$ cat config.mk
export PLATFORM = sky130hd
export DESIGN_NAME = dma_top
export DESIGN_NICKNAME = d
export VERILOG_FILES = /design/src/hw/dma_bus_pkg.sv /design/src/hw/dma_reg_pkg.sv /design/src/hw/dma_cfg_if.sv /design/src/hw/dma_evt_if.sv /design/src/hw/dma_reg_decode.sv /design/src/hw/dma_xfer_engine.sv /design/src/hw/dma_status_read.sv /design/src/hw/dma_top.sv
export SDC_FILE = /design/constraint.sdc
export NUM_CORES = 1
export LEC_CHECK = 0
export ABC_CLOCK_PERIOD_IN_PS = 2180
export BUFFER_PORTS_ARGS = -buffer_cell sky130_fd_sc_hd__clkbuf_2
export CORE_MARGIN = 3
export CORE_UTILIZATION = 45
export DETAILED_ROUTE_END_ITERATION = 12
export PLACE_DENSITY = 0.68
export SLEW_MARGIN = 10
export SYNTH_ARGS = -nofsm -noshare
export SYNTH_HDL_FRONTEND = slang
export SYNTH_SLANG_ARGS = --single-unit
$ cat constraint.sdc
create_clock -name wb_clk -period 2.18 [get_ports wb_clk]
set_input_delay 0.545 -clock wb_clk [delete_from_list [all_inputs] [get_ports wb_clk]]
set_output_delay 0.545 -clock wb_clk [all_outputs]
set_load 0.05 [all_outputs]
$ cat src/hw/dma_bus_pkg.sv
`default_nettype none

package dma_bus_pkg;

    // full width word on the cpu bus and the dma master port
    typedef logic [31:0] bus_word_t;

    // byte address inside the dma target window
    typedef logic [23:0] dma_addr_t;

    // step, words per block and block count
    typedef logic [15:0] count_t;

    // one sample from the local source buffer
    typedef logic [15:0] half_t;

    // byte lane selects on the dma port
    typedef logic [3:0] byte_sel_t;

endpackage

`default_nettype wire

$ cat src/hw/dma_reg_pkg.sv
`default_nettype none

package dma_reg_pkg;

    // word offset taken from bus address bits 4:2
    typedef logic [2:0] reg_off_t;

    localparam reg_off_t REG_ADDR   = 3'd0;
    localparam reg_off_t REG_STEP   = 3'd1;
    localparam reg_off_t REG_CYCLES = 3'd2;
    localparam reg_off_t REG_BLOCKS = 3'd3;
    localparam reg_off_t REG_START  = 3'd4;
    localparam reg_off_t REG_STOP   = 3'd5;
    localparam reg_off_t REG_STATUS = 3'd6;
    localparam reg_off_t REG_MATCH  = 3'd7;

    // bit positions in the status word
    localparam int ST_DONE  = 0;
    localparam int ST_BLOCK = 1;
    localparam int ST_MATCH = 2;

    typedef enum logic [2:0] {
        ENG_IDLE,
        ENG_ARMED,
        ENG_ISSUE,
        ENG_WAIT,
        ENG_GAP
    } eng_state_t;

endpackage

`default_nettype wire

$ cat src/hw/dma_cfg_if.sv
`timescale 1ns/1ps
`default_nettype none

// register levels that hold until the cpu rewrites them
interface dma_cfg_if
    import dma_bus_pkg::*;
();

    dma_addr_t base;
    count_t    step;
    count_t    cycles;
    count_t    words;
    dma_addr_t match;

    // set by a REG_START write, cleared by REG_STOP
    logic      start;

    modport decode (
        output base, step, cycles, words, match, start
    );

    // engine and status side
    modport sink (
        input base, step, cycles, words, match, start
    );

endinterface

`default_nettype wire

$ cat src/hw/dma_evt_if.sv
`timescale 1ns/1ps
`default_nettype none

// progress of the transfer engine
interface dma_evt_if
    import dma_bus_pkg::*;
();

    // single cycle pulses
    logic      seq_start;
    logic      block_start;
    logic      block_end;

    // only meaningful alongside block_end
    logic      last_block;

    dma_addr_t cur_addr;

    modport engine (
        output seq_start, block_start, block_end, last_block, cur_addr
    );

    modport status (
        input seq_start, block_start, block_end, last_block, cur_addr
    );

endinterface

`default_nettype wire

$ cat src/hw/dma_reg_decode.sv
`timescale 1ns/1ps
`default_nettype none

module dma_reg_decode
    import dma_bus_pkg::*;
    import dma_reg_pkg::*;
#(
    parameter logic [7:0] ADDR = 8'h40
) (
    input  wire            wb_clk,
    input  wire            wb_rst,
    input  wire            wb_dbus_cyc,
    input  wire            wb_dbus_we,
    input  wire bus_word_t wb_dbus_adr,
    input  wire bus_word_t wb_dbus_dat,
    output logic           dbus_ack,
    output reg_off_t       reg_off,
    output logic           rd_en,
    dma_cfg_if.decode      cfg
);

    logic cs;
    logic ack_q;
    logic wr_en;

    // chip select on the top address byte
    assign cs = wb_dbus_cyc && (wb_dbus_adr[31:24] == ADDR);

    // write lands on the same edge that raises ack
    assign wr_en = cs && !ack_q && wb_dbus_we;

    assign reg_off  = wb_dbus_adr[4:2];
    assign dbus_ack = ack_q;
    assign rd_en    = ack_q && !wb_dbus_we;

    // ack never rises right after an ack so the master can drop cyc
    always_ff @(posedge wb_clk) begin
        if (wb_rst) begin
            ack_q <= 1'b0;
        end else begin
            ack_q <= cs && !ack_q;
        end
    end

    always_ff @(posedge wb_clk) begin
        if (wb_rst) begin
            cfg.base   <= '0;
            cfg.step   <= '0;
            cfg.cycles <= '0;
            cfg.words  <= '0;
            cfg.match  <= '0;
            cfg.start  <= 1'b0;
        end else if (wr_en) begin
            case (reg_off)
                REG_ADDR: begin
                    cfg.base <= wb_dbus_dat[23:0];
                end
                REG_STEP: begin
                    cfg.step <= wb_dbus_dat[15:0];
                end
                REG_CYCLES: begin
                    cfg.cycles <= wb_dbus_dat[15:0];
                end
                REG_BLOCKS: begin
                    cfg.words <= wb_dbus_dat[15:0];
                end
                // start and stop ignore the data word
                REG_START: begin
                    cfg.start <= 1'b1;
                end
                REG_STOP: begin
                    cfg.start <= 1'b0;
                end
                REG_MATCH: begin
                    cfg.match <= wb_dbus_dat[23:0];
                end
                default: begin
                    // status is read only
                end
            endcase
        end
    end

    // every cpu access gets a single ack pulse
    ack_single: assert property (
        @(posedge wb_clk) disable iff (wb_rst)
        dbus_ack |=> !dbus_ack
    );

endmodule

`default_nettype wire

$ cat src/hw/dma_xfer_engine.sv
`timescale 1ns/1ps
`default_nettype none

module dma_xfer_engine
    import dma_bus_pkg::*;
    import dma_reg_pkg::*;
#(
    parameter int XFER_ADDR_W = 3
) (
    input  wire                    wb_clk,
    input  wire                    wb_rst,
    input  wire                    xfer_block,
    dma_cfg_if.sink                cfg,
    dma_evt_if.engine              evt,
    output logic                   dma_cyc,
    output logic                   dma_we,
    output byte_sel_t              dma_sel,
    output bus_word_t              dma_adr,
    output bus_word_t              dma_dat,
    input  wire                    dma_ack,
    output logic [XFER_ADDR_W-1:0] xfer_adr,
    output logic                   xfer_re,
    input  wire half_t             xfer_dat
);

    eng_state_t state;
    dma_addr_t  blk_base;
    dma_addr_t  addr;
    count_t     blocks_left;
    count_t     words_left;

    logic       seq_go;
    logic       blk_go;
    logic       word_ack;
    logic       last_word;
    bus_word_t  lane_dat;

    // zero extended word aligned bus address
    function automatic bus_word_t word_adr(input dma_addr_t a);
        return {8'h00, a[23:2], 2'b00};
    endfunction

    // half-word lane picked by address bit 1
    function automatic byte_sel_t word_sel(input dma_addr_t a);
        return a[1] ? 4'b1100 : 4'b0011;
    endfunction

    assign seq_go = (state == ENG_IDLE) && cfg.start;

    // blocks_left at zero in armed means the sequence is done
    assign blk_go = (state == ENG_ARMED) && cfg.start && xfer_block
                    && (blocks_left != '0) && (cfg.words != '0);

    assign word_ack  = dma_cyc && dma_ack && cfg.start;
    assign last_word = (words_left == 16'd1);

    assign lane_dat = addr[1] ? {xfer_dat, 16'h0000} : {16'h0000, xfer_dat};
    assign dma_dat  = word_ack ? lane_dat : '0;
    assign xfer_re  = word_ack;

    assign evt.seq_start   = seq_go;
    assign evt.block_start = blk_go;
    assign evt.block_end   = word_ack && last_word;
    assign evt.last_block  = (blocks_left == 16'd1);
    assign evt.cur_addr    = addr;

    always_ff @(posedge wb_clk) begin
        if (wb_rst) begin
            state       <= ENG_IDLE;
            blk_base    <= '0;
            addr        <= '0;
            blocks_left <= '0;
            words_left  <= '0;
            xfer_adr    <= '0;
            dma_cyc     <= 1'b0;
            dma_we      <= 1'b0;
            dma_sel     <= '0;
            dma_adr     <= '0;
        end else if (!cfg.start) begin
            // stop abandons any word in flight
            state   <= ENG_IDLE;
            addr    <= '0;
            dma_cyc <= 1'b0;
            dma_we  <= 1'b0;
            dma_sel <= '0;
            dma_adr <= '0;
        end else begin
            case (state)
                ENG_IDLE: begin
                    // snapshot so later writes need a restart
                    blk_base    <= cfg.base;
                    blocks_left <= cfg.cycles;
                    state       <= ENG_ARMED;
                end
                ENG_ARMED: begin
                    if (blk_go) begin
                        addr       <= blk_base;
                        words_left <= cfg.words;
                        xfer_adr   <= '0;
                        dma_cyc    <= 1'b1;
                        dma_we     <= 1'b1;
                        dma_sel    <= word_sel(blk_base);
                        dma_adr    <= word_adr(blk_base);
                        state      <= ENG_ISSUE;
                    end
                end
                ENG_ISSUE, ENG_WAIT: begin
                    if (word_ack) begin
                        dma_cyc    <= 1'b0;
                        dma_we     <= 1'b0;
                        dma_sel    <= '0;
                        dma_adr    <= '0;
                        xfer_adr   <= xfer_adr + XFER_ADDR_W'(1);
                        words_left <= words_left - 16'd1;
                        if (last_word) begin
                            // next block starts one half-word higher
                            blk_base    <= blk_base + 24'd2;
                            blocks_left <= blocks_left - 16'd1;
                            state       <= ENG_ARMED;
                        end else begin
                            addr  <= addr + dma_addr_t'(cfg.step);
                            state <= ENG_GAP;
                        end
                    end else begin
                        state <= ENG_WAIT;
                    end
                end
                ENG_GAP: begin
                    dma_cyc <= 1'b1;
                    dma_we  <= 1'b1;
                    dma_sel <= word_sel(addr);
                    dma_adr <= word_adr(addr);
                    state   <= ENG_ISSUE;
                end
                default: begin
                    state <= ENG_IDLE;
                end
            endcase
        end
    end

    // request frozen until the slave acks
    req_hold: assert property (
        @(posedge wb_clk) disable iff (wb_rst)
        dma_cyc && !dma_ack |=> !dma_cyc || ($stable(dma_adr) && $stable(dma_sel))
    );

    idle_quiet: assert property (
        @(posedge wb_clk) disable iff (wb_rst)
        state == ENG_IDLE |-> !dma_cyc
    );

endmodule

`default_nettype wire

$ cat src/hw/dma_status_read.sv
`timescale 1ns/1ps
`default_nettype none

module dma_status_read
    import dma_bus_pkg::*;
    import dma_reg_pkg::*;
(
    input  wire           wb_clk,
    input  wire           wb_rst,
    dma_evt_if.status     evt,
    dma_cfg_if.sink       cfg,
    input  wire reg_off_t reg_off,
    input  wire           rd_en,
    output bus_word_t     dbus_rdt,
    output logic          block_done,
    output logic          xfer_done,
    output logic          xfer_match
);

    logic      match_hit;
    bus_word_t status_word;
    bus_word_t rd_mux;

    // a zero match register disables the compare
    assign match_hit = (cfg.match != '0) && (evt.cur_addr == cfg.match);

    always_ff @(posedge wb_clk) begin
        if (wb_rst) begin
            block_done <= 1'b0;
            xfer_done  <= 1'b0;
        end else if (!cfg.start || evt.seq_start) begin
            block_done <= 1'b0;
            xfer_done  <= 1'b0;
        end else begin
            if (evt.block_start) begin
                block_done <= 1'b0;
            end
            if (evt.block_end) begin
                block_done <= 1'b1;
                if (evt.last_block) begin
                    xfer_done <= 1'b1;
                end
            end
        end
    end

    // sticky until start drops
    always_ff @(posedge wb_clk) begin
        if (wb_rst) begin
            xfer_match <= 1'b0;
        end else if (!cfg.start) begin
            xfer_match <= 1'b0;
        end else if (match_hit) begin
            xfer_match <= 1'b1;
        end
    end

    always_comb begin
        status_word           = '0;
        status_word[ST_DONE]  = xfer_done;
        status_word[ST_BLOCK] = block_done;
        status_word[ST_MATCH] = xfer_match;
    end

    always_comb begin
        case (reg_off)
            REG_ADDR:   rd_mux = {8'h00, cfg.base};
            REG_STEP:   rd_mux = {16'h0000, cfg.step};
            REG_CYCLES: rd_mux = {16'h0000, cfg.cycles};
            REG_BLOCKS: rd_mux = {16'h0000, cfg.words};
            REG_STATUS: rd_mux = status_word;
            REG_MATCH:  rd_mux = {8'h00, cfg.match};
            // start and stop are write only
            default:    rd_mux = '0;
        endcase
    end

    assign dbus_rdt = rd_en ? rd_mux : '0;

    // last block end also sets block_done
    done_order: assert property (
        @(posedge wb_clk) disable iff (wb_rst)
        xfer_done |-> block_done
    );

endmodule

`default_nettype wire

$ cat src/hw/dma_top.sv
`timescale 1ns/1ps
`default_nettype none

module dma_top
    import dma_bus_pkg::*;
    import dma_reg_pkg::*;
#(
    parameter logic [7:0] ADDR        = 8'h40,
    parameter int         XFER_ADDR_W = 3
) (
    input  wire                   wb_clk,
    input  wire                   wb_rst,

    // cpu bus
    input  wire                   wb_dbus_cyc,
    input  wire                   wb_dbus_we,
    input  wire bus_word_t        wb_dbus_adr,
    input  wire bus_word_t        wb_dbus_dat,
    output wire bus_word_t        dbus_rdt,
    output wire                   dbus_ack,

    // transfer control and flags
    input  wire                   xfer_block,
    output wire                   block_done,
    output wire                   xfer_done,
    output wire                   xfer_match,

    // source buffer
    output wire [XFER_ADDR_W-1:0] xfer_adr,
    output wire                   xfer_re,
    input  wire half_t            xfer_dat,

    // dma master, write only
    output wire                   dma_cyc,
    output wire                   dma_we,
    output wire byte_sel_t        dma_sel,
    output wire bus_word_t        dma_adr,
    output wire bus_word_t        dma_dat,
    input  wire                   dma_ack
);

    reg_off_t reg_off;
    logic     rd_en;

    dma_cfg_if cfg_bus ();
    dma_evt_if evt_bus ();

    dma_reg_decode #(
        .ADDR(ADDR)
    ) u_decode (
        .wb_clk      (wb_clk),
        .wb_rst      (wb_rst),
        .wb_dbus_cyc (wb_dbus_cyc),
        .wb_dbus_we  (wb_dbus_we),
        .wb_dbus_adr (wb_dbus_adr),
        .wb_dbus_dat (wb_dbus_dat),
        .dbus_ack    (dbus_ack),
        .reg_off     (reg_off),
        .rd_en       (rd_en),
        .cfg         (cfg_bus)
    );

    dma_xfer_engine #(
        .XFER_ADDR_W(XFER_ADDR_W)
    ) u_engine (
        .wb_clk     (wb_clk),
        .wb_rst     (wb_rst),
        .xfer_block (xfer_block),
        .cfg        (cfg_bus),
        .evt        (evt_bus),
        .dma_cyc    (dma_cyc),
        .dma_we     (dma_we),
        .dma_sel    (dma_sel),
        .dma_adr    (dma_adr),
        .dma_dat    (dma_dat),
        .dma_ack    (dma_ack),
        .xfer_adr   (xfer_adr),
        .xfer_re    (xfer_re),
        .xfer_dat   (xfer_dat)
    );

    dma_status_read u_status (
        .wb_clk     (wb_clk),
        .wb_rst     (wb_rst),
        .evt        (evt_bus),
        .cfg        (cfg_bus),
        .reg_off    (reg_off),
        .rd_en      (rd_en),
        .dbus_rdt   (dbus_rdt),
        .block_done (block_done),
        .xfer_done  (xfer_done),
        .xfer_match (xfer_match)
    );

endmodule

`default_nettype wire

==> Word level (Yosys, flattened, before mapping) <==
Cells that the tools add are included.
W data, S select, Z words.
{ "op_classes": {"add_sub_neg": 5, "n_eq_ne": 19, "muxes": 38, "n_bitwise": 1, "n_reduce_logical": 41} }
{ "ops": {"columns": ["op", "n"], "rows": [
  ["$mux W24", 6],
  ["$pmux W24 S6", 1],
  ["$mux W32", 4],
  ["$pmux W24 S2", 2],
  ["$pmux W32 S3", 1],
  ["$mux W16", 4],
  ["$pmux W16 S2", 2],
  ["$eq A16 B1 Y1 const B", 2],
  ["$reduce_bool A16 Y1", 2],
  ["$sub A16 B1 Y16 const B", 2],
  ["$add A24 B16 Y24", 1],
  ["$add A24 B2 Y24 const B", 1],
  ["$eq A24 B24 Y1", 1],
  ["$reduce_bool A24 Y1", 1],
  ["$mux W4", 4],
  ["$eq A3 B3 Y1 const B", 5],
  ["$mux W3", 5],
  ["$reduce_and A2 Y1", 7],
  ["$logic_and A1 B1 Y1", 13],
  ["$eq A3 B2 Y1 const B", 4],
  ["$pmux W3 S4", 1],
  ["$pmux W4 S3", 1],
  ["$reduce_and A4 Y1", 3],
  ["$eq A8 B7 Y1 const B", 1],
  ["16 further kinds", 30]
]} }
{ "totals": {"register_bits": 224, "in_bits": 86, "wordCells": 123} }

==> Depth between registers and ports, before layout <==
Gate-level depths: netlist of the first run.
{ "logic_depth": {"ltp_word": 7, "ltp_mapped": 10} }

==> By module <==
From an unflattened synthesis of the first run, not the netlist that was laid out.
{ "unflattened": {"hier_cells": 1517, "area_unflattened_um2": 12642.1} }
{ "modules_own_cells": {"columns": ["mod", "instances", "cells_each", "area_per_inst_um2", "seq_area_each_um2"], "rows": [
  ["dma_xfer_engine", 1, 995, 7275.7, 2222.1],
  ["dma_reg_decode", 1, 358, 4072.7, 1961.9],
  ["dma_status_read", 1, 164, 1293.7, 60.1]
]} }

==> Least setup slack after synthesis of the first run <==
OpenSTA, ideal clock, no wires.
{ "synth_timing": {"path_type": "input to output", "start": "input wb_dbus_adr[3]", "end": "output dbus_rdt[10]", "arrival_time_ns": 2.345, "path_slack_ns": -0.710, "path_stages": 6, "path_buffers": 2, "path_cell_list": "clkbuf_1 -> nand2_1 -> nor2_1 -> clkbuf_1 -> a22oi_1 -> a21oi_1"} }
{ "synth_between": {"elab_chain_len": 3, "word_cells_on_any_way": 8, "cone_classes": "eq/ne: 5; mux: 2; reduce/logical: 1"} }
{ "synth_lines": {"columns": ["item", "line", "text"], "rows": [
  ["start, declared", "dma_top.sv:17", "input wire bus_word_t wb_dbus_adr,"],
  ["$eq A3 B3 Y1, or another cell as far along", "dma_status_read.sv:66", "case (reg_off)"],
  ["$pmux W24 S6 *", "dma_status_read.sv:66", null],
  ["$mux W24 *", "dma_status_read.sv:78", "assign dbus_rdt = rd_en ? rd_mux : '0;"],
  ["end, declared", "dma_top.sv:19", "output wire bus_word_t dbus_rdt,"]
]} }
Mark *: on every way between the ends. The rest lies on a longest branch, timed or not.

==> Worst setup path after layout of the first run <==
{ "layout_timing": {"start": "register u_engine.blocks_left[2]", "end": "register u_engine.dma_adr[21]"} }
{ "layout_between": {"elab_chain_len": 5} }
{ "layout_lines": {"columns": ["item", "line", "text"], "rows": [
  ["start, declared", "dma_xfer_engine.sv:29", "count_t blocks_left;"],
  ["start signal, assigned", "dma_xfer_engine.sv:92", "blocks_left <= cfg.cycles;"],
  ["start signal, assigned", "dma_xfer_engine.sv:118", "blocks_left <= blocks_left - 16'd1;"],
  ["$reduce_bool A16 Y1", "dma_xfer_engine.sv:52", "&& (blocks_left != '0) && (cfg.words != '0);"],
  ["$logic_and A1 B1 Y1 (2 in a row)", "dma_xfer_engine.sv:52", null],
  ["$ne A2 B2 Y1 (no source line)", null, null],
  ["$reduce_and A3 Y1 (no source line)", null, null],
  ["end signal, assigned", "dma_xfer_engine.sv:103", "dma_adr <= word_adr(blk_base);"],
  ["end signal, assigned", "dma_xfer_engine.sv:132", "dma_adr <= word_adr(addr);"],
  ["end, declared", "dma_xfer_engine.sv:18", "output bus_word_t dma_adr,"]
]} }
No other way between the ends.
A chain may end at the register's enable or synchronous reset.

==> reports/results.ini, run 1 <==
[critical_path]
cp.depth = 10
worstPathMaxFanout = 8
crit_top_cell = buf_4
path_cells = nor4_4, nor4b_4, buf_4, a311oi_4, o21ai_4, buf_12, buf_4, buf_8, a221oi_2, nor2_1
worstSetupPathType = register to register
crit_path_end_kind = register
cp.arrival_ns = 3.04
crit_start = u_engine.blocks_left[2]
r2r-start = u_engine.blocks_left[2]
start_kind = register
cp.required_ns = 2.55
cp_slowest_cell = nor2_1
path_buf_inv = 4
cp_slowest_stage_delay_ns = 0.43
rr_worst_depth = 10
cp_top_family = simple AND/OR/NAND/NOR gates

[synthesis]
yosys.cell_types.count = 80
syn_inst = 1623
yosysSeqAreaShare = 0.3507
yosys_warnings = 0
synth_edf_count = 0
async_flop_share = 0
synthFlopType = dfxtp_1
syn_area_per_cell_um2 = 7.456
ys_seq_elements = 212
synth_area_um2 = 12100

[pwr]
power_frac_seq = 0.432
power_switching_mw = 2.055
switching_share = 0.2295
pwr_density_cell_nw_per_um2 = 474.1
p_leak_nw = 6.989
comb_power_share = 0.042
p_int_mw = 6.901
p_total_mw = 8.956
vdd_drop_max_mv = 0.5321
clkPwrFrac = 0.526

[placement]
place_congestion = 1.027
portBuffers = 148
dp.final_hpwl_um = 35470
dp_slack_ns = -0.3276
place_inst = 2195

[cts]
cts.sinks = 212
clkTransAtPathRegs_ns = 0.06
cts-htree-levels = 1
cts-hold-fix-buffers = 0
cts_tree = built
clockRootBuffer = clkbuf_16
cts_buffer_depth = 3
numCtsBuffers = 25
clock_latency_ns = 0.55

[layout]
antenna_cells = 0
finalNetCount = 2061
final_cell_mix = nand2_1 (297), buf_4 (198), dfxtp_1 (183), a21oi_1 (159), nor2_1 (99)
syn_to_final_growth_pct = 56.09
stdcell_count = 2305
drive_above_1_share = 0.3838
final_common_cell = nand2_1

[timing]
layout_min_cycle_time_ns = 2.670
setup_viol = 103
rsz0062_at_grt = true
finalHoldViolations = 0
relSlewSlack = 0.4964
post-route-period-util = 1.225
layout_setup_ws_ns = -0.4901
finalClockSkew_ns = 0.02807
tightest_slew_ns = 0.7554
drv_slew = 0
fmax_mhz = 374.5
setup_tns_ns = -12.48

[min_path]
holdCritStartpoint = wb_dbus_dat[19]
whs_path_depth = 3
hold_path.class = input pin to register

[routing]
vias = 14930
wirelength_um = 58290
postRouteAntennaNets = 0
wl_per_cell_um = 25.29
dr.pass1.iters = 9
drt_iter0_drc = 2557
drc = 0
viasPerCell = 6.479

[outcome]
violations = negative setup slack
status = complete, but fails checks

[global_route]
antenna_found_initial = 3
overflow = 0
grt_usage = 0.3525
grt_pass1_vias = 13650
grt_first_pass_wirelength_um = 79910
grt_max_degree = 157

[die]
rows = 59
chipHeight_um = 170.0
initial_core_util = 0.4605
die-width_um = 170.0
dieArea_um2 = 28900
boundaryPins = 196
core_area_um2 = 26280

[run]
cap_violations = 0

-- cells by family (layout without fill, tap and decap cells) --
logic type	count (synthesis)	count (layout)	share of synthesized area
AOI/OAI and AO/OA	480	480	0.2470
xor gates and xnor gates	28	28	0.02027
adders and majority gates	24	24	0.02543
buffers and inverters	161	490	0.06255
DFF	212	212	0.3507
muxes	41	41	0.03619
other	1	18	0.0003099
and+or+nand+nor	676	677	0.2575
-- area by class of cell --
class | instances | area [um^2]
clock buffer | 37 | 770.7
clock inverter | 9 | 162.7
fill | 1849 | 7391
inverter | 19 | 76.32
multi-input combinational | 1268 | 8651
sequential | 212 | 4298
tap | 335 | 419.2
timing repair buffer | 425 | 4512
-- power by group through the flow --
stage | combinational (mW) | clock [mW] | sequential [mW]
final | 0.379 | 4.71 | 3.86
after global routing | 0.390 | 4.86 | 3.86
after CTS | 0.339 | 4.70 | 3.87
after detailed placement | 0.312 | 0 | 3.96
after global placement | 0.311 | 0 | 3.96
after floorplan | 0.188 | 0 | 3.96
-- what timing repair did --
item	in CTS	in global routing
gates resized for setup	250	231
setup buffers	43	24
pin swaps	73	106
endpoints found under the setup margin	99	166
gates cloned	7	8
-- tightest hold or removal path, stage by stage --
cell	delay, ns
clkbuf_2	0.09
nand2_1	0.05
a21oi_1	0.05
-- state kept, by name (all words and copies together), names as in the netlist, 16 cells and up --
register               count
u_engine.evt.cur_addr     24
u_decode.cfg.match        24
u_engine.words_left       16
u_engine.blocks_left      16
u_decode.cfg.base         24
u_decode.cfg.words        16
u_decode.cfg.step         16
u_decode.cfg.cycles       16
u_engine.blk_base         24
u_engine.dma_adr          22
-- path summary, 6_finish.rpt --
kind | to | slack, ns
worst max-delay path | u_engine.dma_adr[21] | -0.49
worst min-delay path | u_decode.cfg.match[19] | 0.23
worst min register to register | u_engine.words_left[10] | 0.47
worst max register to register | u_engine.dma_adr[21] | -0.49
-- Yosys cell counts (all sizes together), types with 7 or more instances --
cell type  number  area [um^2]
nand2         316         1194
dfxtp         212         4244
a21oi         186        942.2
nor2          124        473.0
o21ai         101        516.8
clkbuf         93        349.1
nand3          55        275.3
buf            49        336.6
and3           46        287.8
a31oi          39        244.0
a22oi          34        255.2
nor3           29        155.2
mux2i          28        280.3
nor4           25        162.6
xor2           25        219.0
ha             23        287.8
inv            19        71.32
and2           16        100.1
a211oi         14        105.1
nand2b         14        87.58
o31ai          14        105.1
nand4          13        81.33
mux2           12        135.1
a311oi          8        87.59
and4            8        70.07
o211ai          8        60.06
o21a            8        60.06
a21o            7        52.55
-- stage by stage --
| step | hold WS (ns) | area (um^2) | utilization |
|---|---|---|---|
| detailed placement | 0.4580 | 15170 | 0.5774 |
| CTS | 0.2210 | 17760 | 0.6759 |
| floorplan | 0.4366 | 12510 | - |
| global placement | 0.4488 | 15170 | 0.5774 |
| global route | 0.2398 | 18890 | 0.7188 |
| finish | 0.2308 | 18890 | 0.7188 |
-- routing by layer --
layer | global-route usage | wire length [um]
met4 | 0.1563 | 3877
met2 | 0.5583 | 25030
met1 | 0.4736 | 21970
met3 | 0.06063 | 7376
met5 | 0 | 31
No activity file was read; power rests on OpenSTA's default activity.
==> inputs of run 2 (changes only) <==
ABC_CLOCK_PERIOD_IN_PS = 2500   (was 2180)
BUFFER_PORTS_ARGS = not set   (was -buffer_cell sky130_fd_sc_hd__clkbuf_2)
DONT_BUFFER_PORTS = 1   (was not set)
PLACE_DENSITY = 0.6   (was 0.68)
clock period = 2.5 ns   (was 2.18 ns; I/O delays follow)
==> run 2 against run 1 <==
  * The flow still finishes with violations (negative setup slack)
  * Via count down 14%
  * Power down 16%
  * Clock skew down 0.0034 ns
  * Critical path depth down 5
  * Setup slack better by 0.37 ns
  * Non-clock buffer count down 237
  * Cell area down 18%
  * First-iteration DRC count down 35%
  * Clock-buffer cell count down 7
  * Critical path type is now register to primary output
  * Critical endpoint is now dbus_rdt[8]
  * Largest cell class unchanged
==> reports/results.ini, run 2 (same netlist as run 1, synthesis figures left out) <==
[outcome]
status = complete, but fails checks  ; unchanged
violations = negative setup slack  ; unchanged

[cts]
clockRootBuffer = clkbuf_16  ; unchanged
cts-hold-fix-buffers = 0  ; unchanged
cts_tree = built  ; unchanged
cts.sinks = 212  ; unchanged
clkTransAtPathRegs_ns = 0.06  ; about the same
cts_buffer_depth = 3  ; unchanged
clock_latency_ns = 0.55  ; about the same
numCtsBuffers = 26  ; was 25
cts-htree-levels = 1  ; unchanged

[die]
die-width_um = 170.0  ; unchanged
chipHeight_um = 170.0  ; unchanged
initial_core_util = 0.4605  ; unchanged
rows = 59  ; unchanged
boundaryPins = 196  ; unchanged
dieArea_um2 = 28900  ; unchanged
core_area_um2 = 26280  ; unchanged

[timing]
finalClockSkew_ns = 0.02471  ; was 0.02807 ns
post-route-period-util = 1.050
layout_min_cycle_time_ns = 2.624
drv_slew = 0  ; unchanged
fmax_mhz = 381.1
whs_ns = 0.1975  ; was 0.2308 ns
layout_setup_ws_ns = -0.1239  ; was -0.4901 ns
tightest_slew_ns = 0.7251  ; was 0.7554 ns
rsz0062_at_grt = true  ; unchanged
finalHoldViolations = 0  ; unchanged
relSlewSlack = 0.5125  ; was 0.4964
setup_viol = 2  ; was 103

[placement]
portBuffers = 0  ; was 148
place_congestion = 0.9603  ; was 1.027
dp.final_hpwl_um = 34800  ; was 35470 um
dp_slack_ns = -0.01419  ; was -0.3276 ns

[routing]
drc = 0  ; unchanged
postRouteAntennaNets = 0  ; unchanged
top_layer_used = met4  ; was met5
wl_per_cell_um = 22.58  ; was 25.29 um
drt-met1-wl_um = 19800  ; was 21970 um
met3_length_um = 4912  ; was 7376 um
drt_iter0_drc = 1668  ; was 2557
wl_met2_um = 20030  ; was 25030 um
dr.pass1.iters = 8  ; was 9
viasPerCell = 6.241  ; was 6.479
wirelength_um = 46700  ; was 58290 um
vias = 12910  ; was 14930

[pwr]
p_total_mw = 7.515  ; was 8.956 mW
pwr_density_cell_nw_per_um2 = 486.7  ; was 474.1 nW/um^2
vdd_drop_max_mv = 0.4506  ; was 0.5321 mV
comb_power_share = 0.014  ; was 0.042
p_int_mw = 5.881  ; was 6.901 mW
power_frac_seq = 0.449  ; was 0.432
p_leak_nw = 5.511  ; was 6.989 nW
switching_share = 0.2174  ; was 0.2295
clkPwrFrac = 0.536  ; was 0.526
power_switching_mw = 1.634  ; was 2.055 mW

[critical_path]
cp.required_ns = 1.88  ; was 2.55 ns
cp.arrival_ns = 2.00  ; was 3.04 ns
worstPathMaxFanout = 2  ; was 8
cp_slowest_stage_delay_ns = 0.41  ; was 0.43 ns
worstSetupPathType = register to primary output  ; was register to register
start_kind = register  ; unchanged
cp_slowest_cell = a222oi_1  ; was nor2_1
path_cells = mux2_4, a22o_1, a222oi_1, nor2_4, buf_12  ; was nor4_4, nor4b_4, buf_4, a311oi_4, o21ai_4, buf_12, buf_4, buf_8, a221oi_2, nor2_1
crit_path_end_kind = primary output  ; was register

[global_route]
grt_first_pass_wirelength_um = 70500  ; was 79910 um
grt_max_degree = 160  ; was 157
antenna_found_initial = 0  ; was 3
grt_usage = 0.3108  ; was 0.3525
overflow = 0  ; unchanged
grt_pass1_vias = 11670  ; was 13650

[layout]
final_cell_mix = nand2_1 (315), dfxtp_1 (205), a21oi_1 (174), buf_4 (120), nor2_1 (109)  ; was nand2_1 (297), buf_4 (198), dfxtp_1 (183), a21oi_1 (159), nor2_1 (99)
fill_cells = 2448  ; was 1849
multiInputGateArea_um2 = 7511  ; was 8651 um^2
final_common_cell = nand2_1  ; unchanged
finalNetCount = 1824  ; was 2061
ff_latch_area_um2 = 4260  ; was 4298 um^2
antenna_cells = 0  ; unchanged
drive_above_1_share = 0.1852  ; was 0.3838
syn_to_final_growth_pct = 27.60  ; was 56.09%

[min_path]
hold_path.class = input pin to register  ; unchanged

[run]
cap_violations = 0  ; unchanged

==> run 2: cell count changes in the layout (fill, tap and decap cells not counted), moves of 18 or more <==
cell | previous run | this run
a22oi_2 | 30 | 1
a22oi_1 | 4 | 33
dfxtp_2 | 22 | 4
dfxtp_1 | 183 | 205
and3_4 | 32 | 2
and3_1 | 14 | 35
buf_4 | 198 | 120
clkbuf_16 | 60 | 26
o21ai_0 | 75 | 95
buf_6 | 40 | 0
clkbuf_2 | 87 | 0
nand2_1 | 297 | 315
==> run 2: timing repair <==
action / in CTS / in global routing
hold endpoints to repair: 0 / 0
pin swaps: 3 / 6
gates resized for setup: 16 / 22
gates cloned: 0 / 0
setup buffers: 5 / 6
setup endpoints to repair: 38 / 53
==> run 2: final timing paths <==
kind | startpoint | end | slack, ns | depth (start not counted)
setup / recovery | u_decode.cfg.words[8] | dbus_rdt[8] | -0.12 | 5
hold / removal | wb_rst | u_engine.words_left[1] | 0.20 | 1
setup reg to reg | u_decode.cfg.start | u_engine.words_left[0] | 0.12 | 6
hold reg to reg | u_engine.blk_base[0] | u_engine.blk_base[0] | 0.46 | 2
==> run 2: layout make-up <==
type | instances | area share
Clock buffer | 30 | 0.04440
Clock inverter | 17 | 0.01499
Inverter | 19 | 0.004619
Multi-Input combinational cell | 1267 | 0.4864
Sequential cell | 212 | 0.2759
Tap cell | 335 | 0.02715
Timing Repair Buffer | 188 | 0.1465
==> run 2: stage by stage <==
step / cell area, um^2 / TNS, ns / cells / utilization
2_1_floorplan: 12470 / 0 / 1640 / -
3_3_place_gp: 14330 / 0 / 2011 / 0.5451
3_5_place_dp: 14330 / -0.01419 / 2011 / 0.5451
4_1_cts: 15310 / -0.3224 / 2062 / 0.5827
5_1_grt: 15440 / -0.3813 / 2068 / 0.5876
6_report: 15440 / -0.2373 / 2068 / 0.5876
==> run 2: worst max-delay path: cells and delay by family, from the launching register on <==
kind / cells / cell delay (ns)
flops: 1 / 0.34
simple gates: 1 / 0.07
buf+inv: 1 / 0.16
mux: 1 / 0.26
compound gates: 2 / 0.60
==> run 2: power by group through the flow <==
stage,clock network [mW],logic [mW],registers (mW)
after floorplan,0,0.162,3.45
after global placement,0,0.105,3.45
after detailed placement,0,0.106,3.45
after CTS,4.09,0.106,3.38
after global routing,4.21,0.113,3.37
final,4.03,0.108,3.38
==> run 2: layer usage <==
metal,global-route usage,up-vias
li1,-,5974
met1,0.4404,6125
met2,0.4654,704
met3,0.06969,104
met4,0.1115,0
met5,0,-
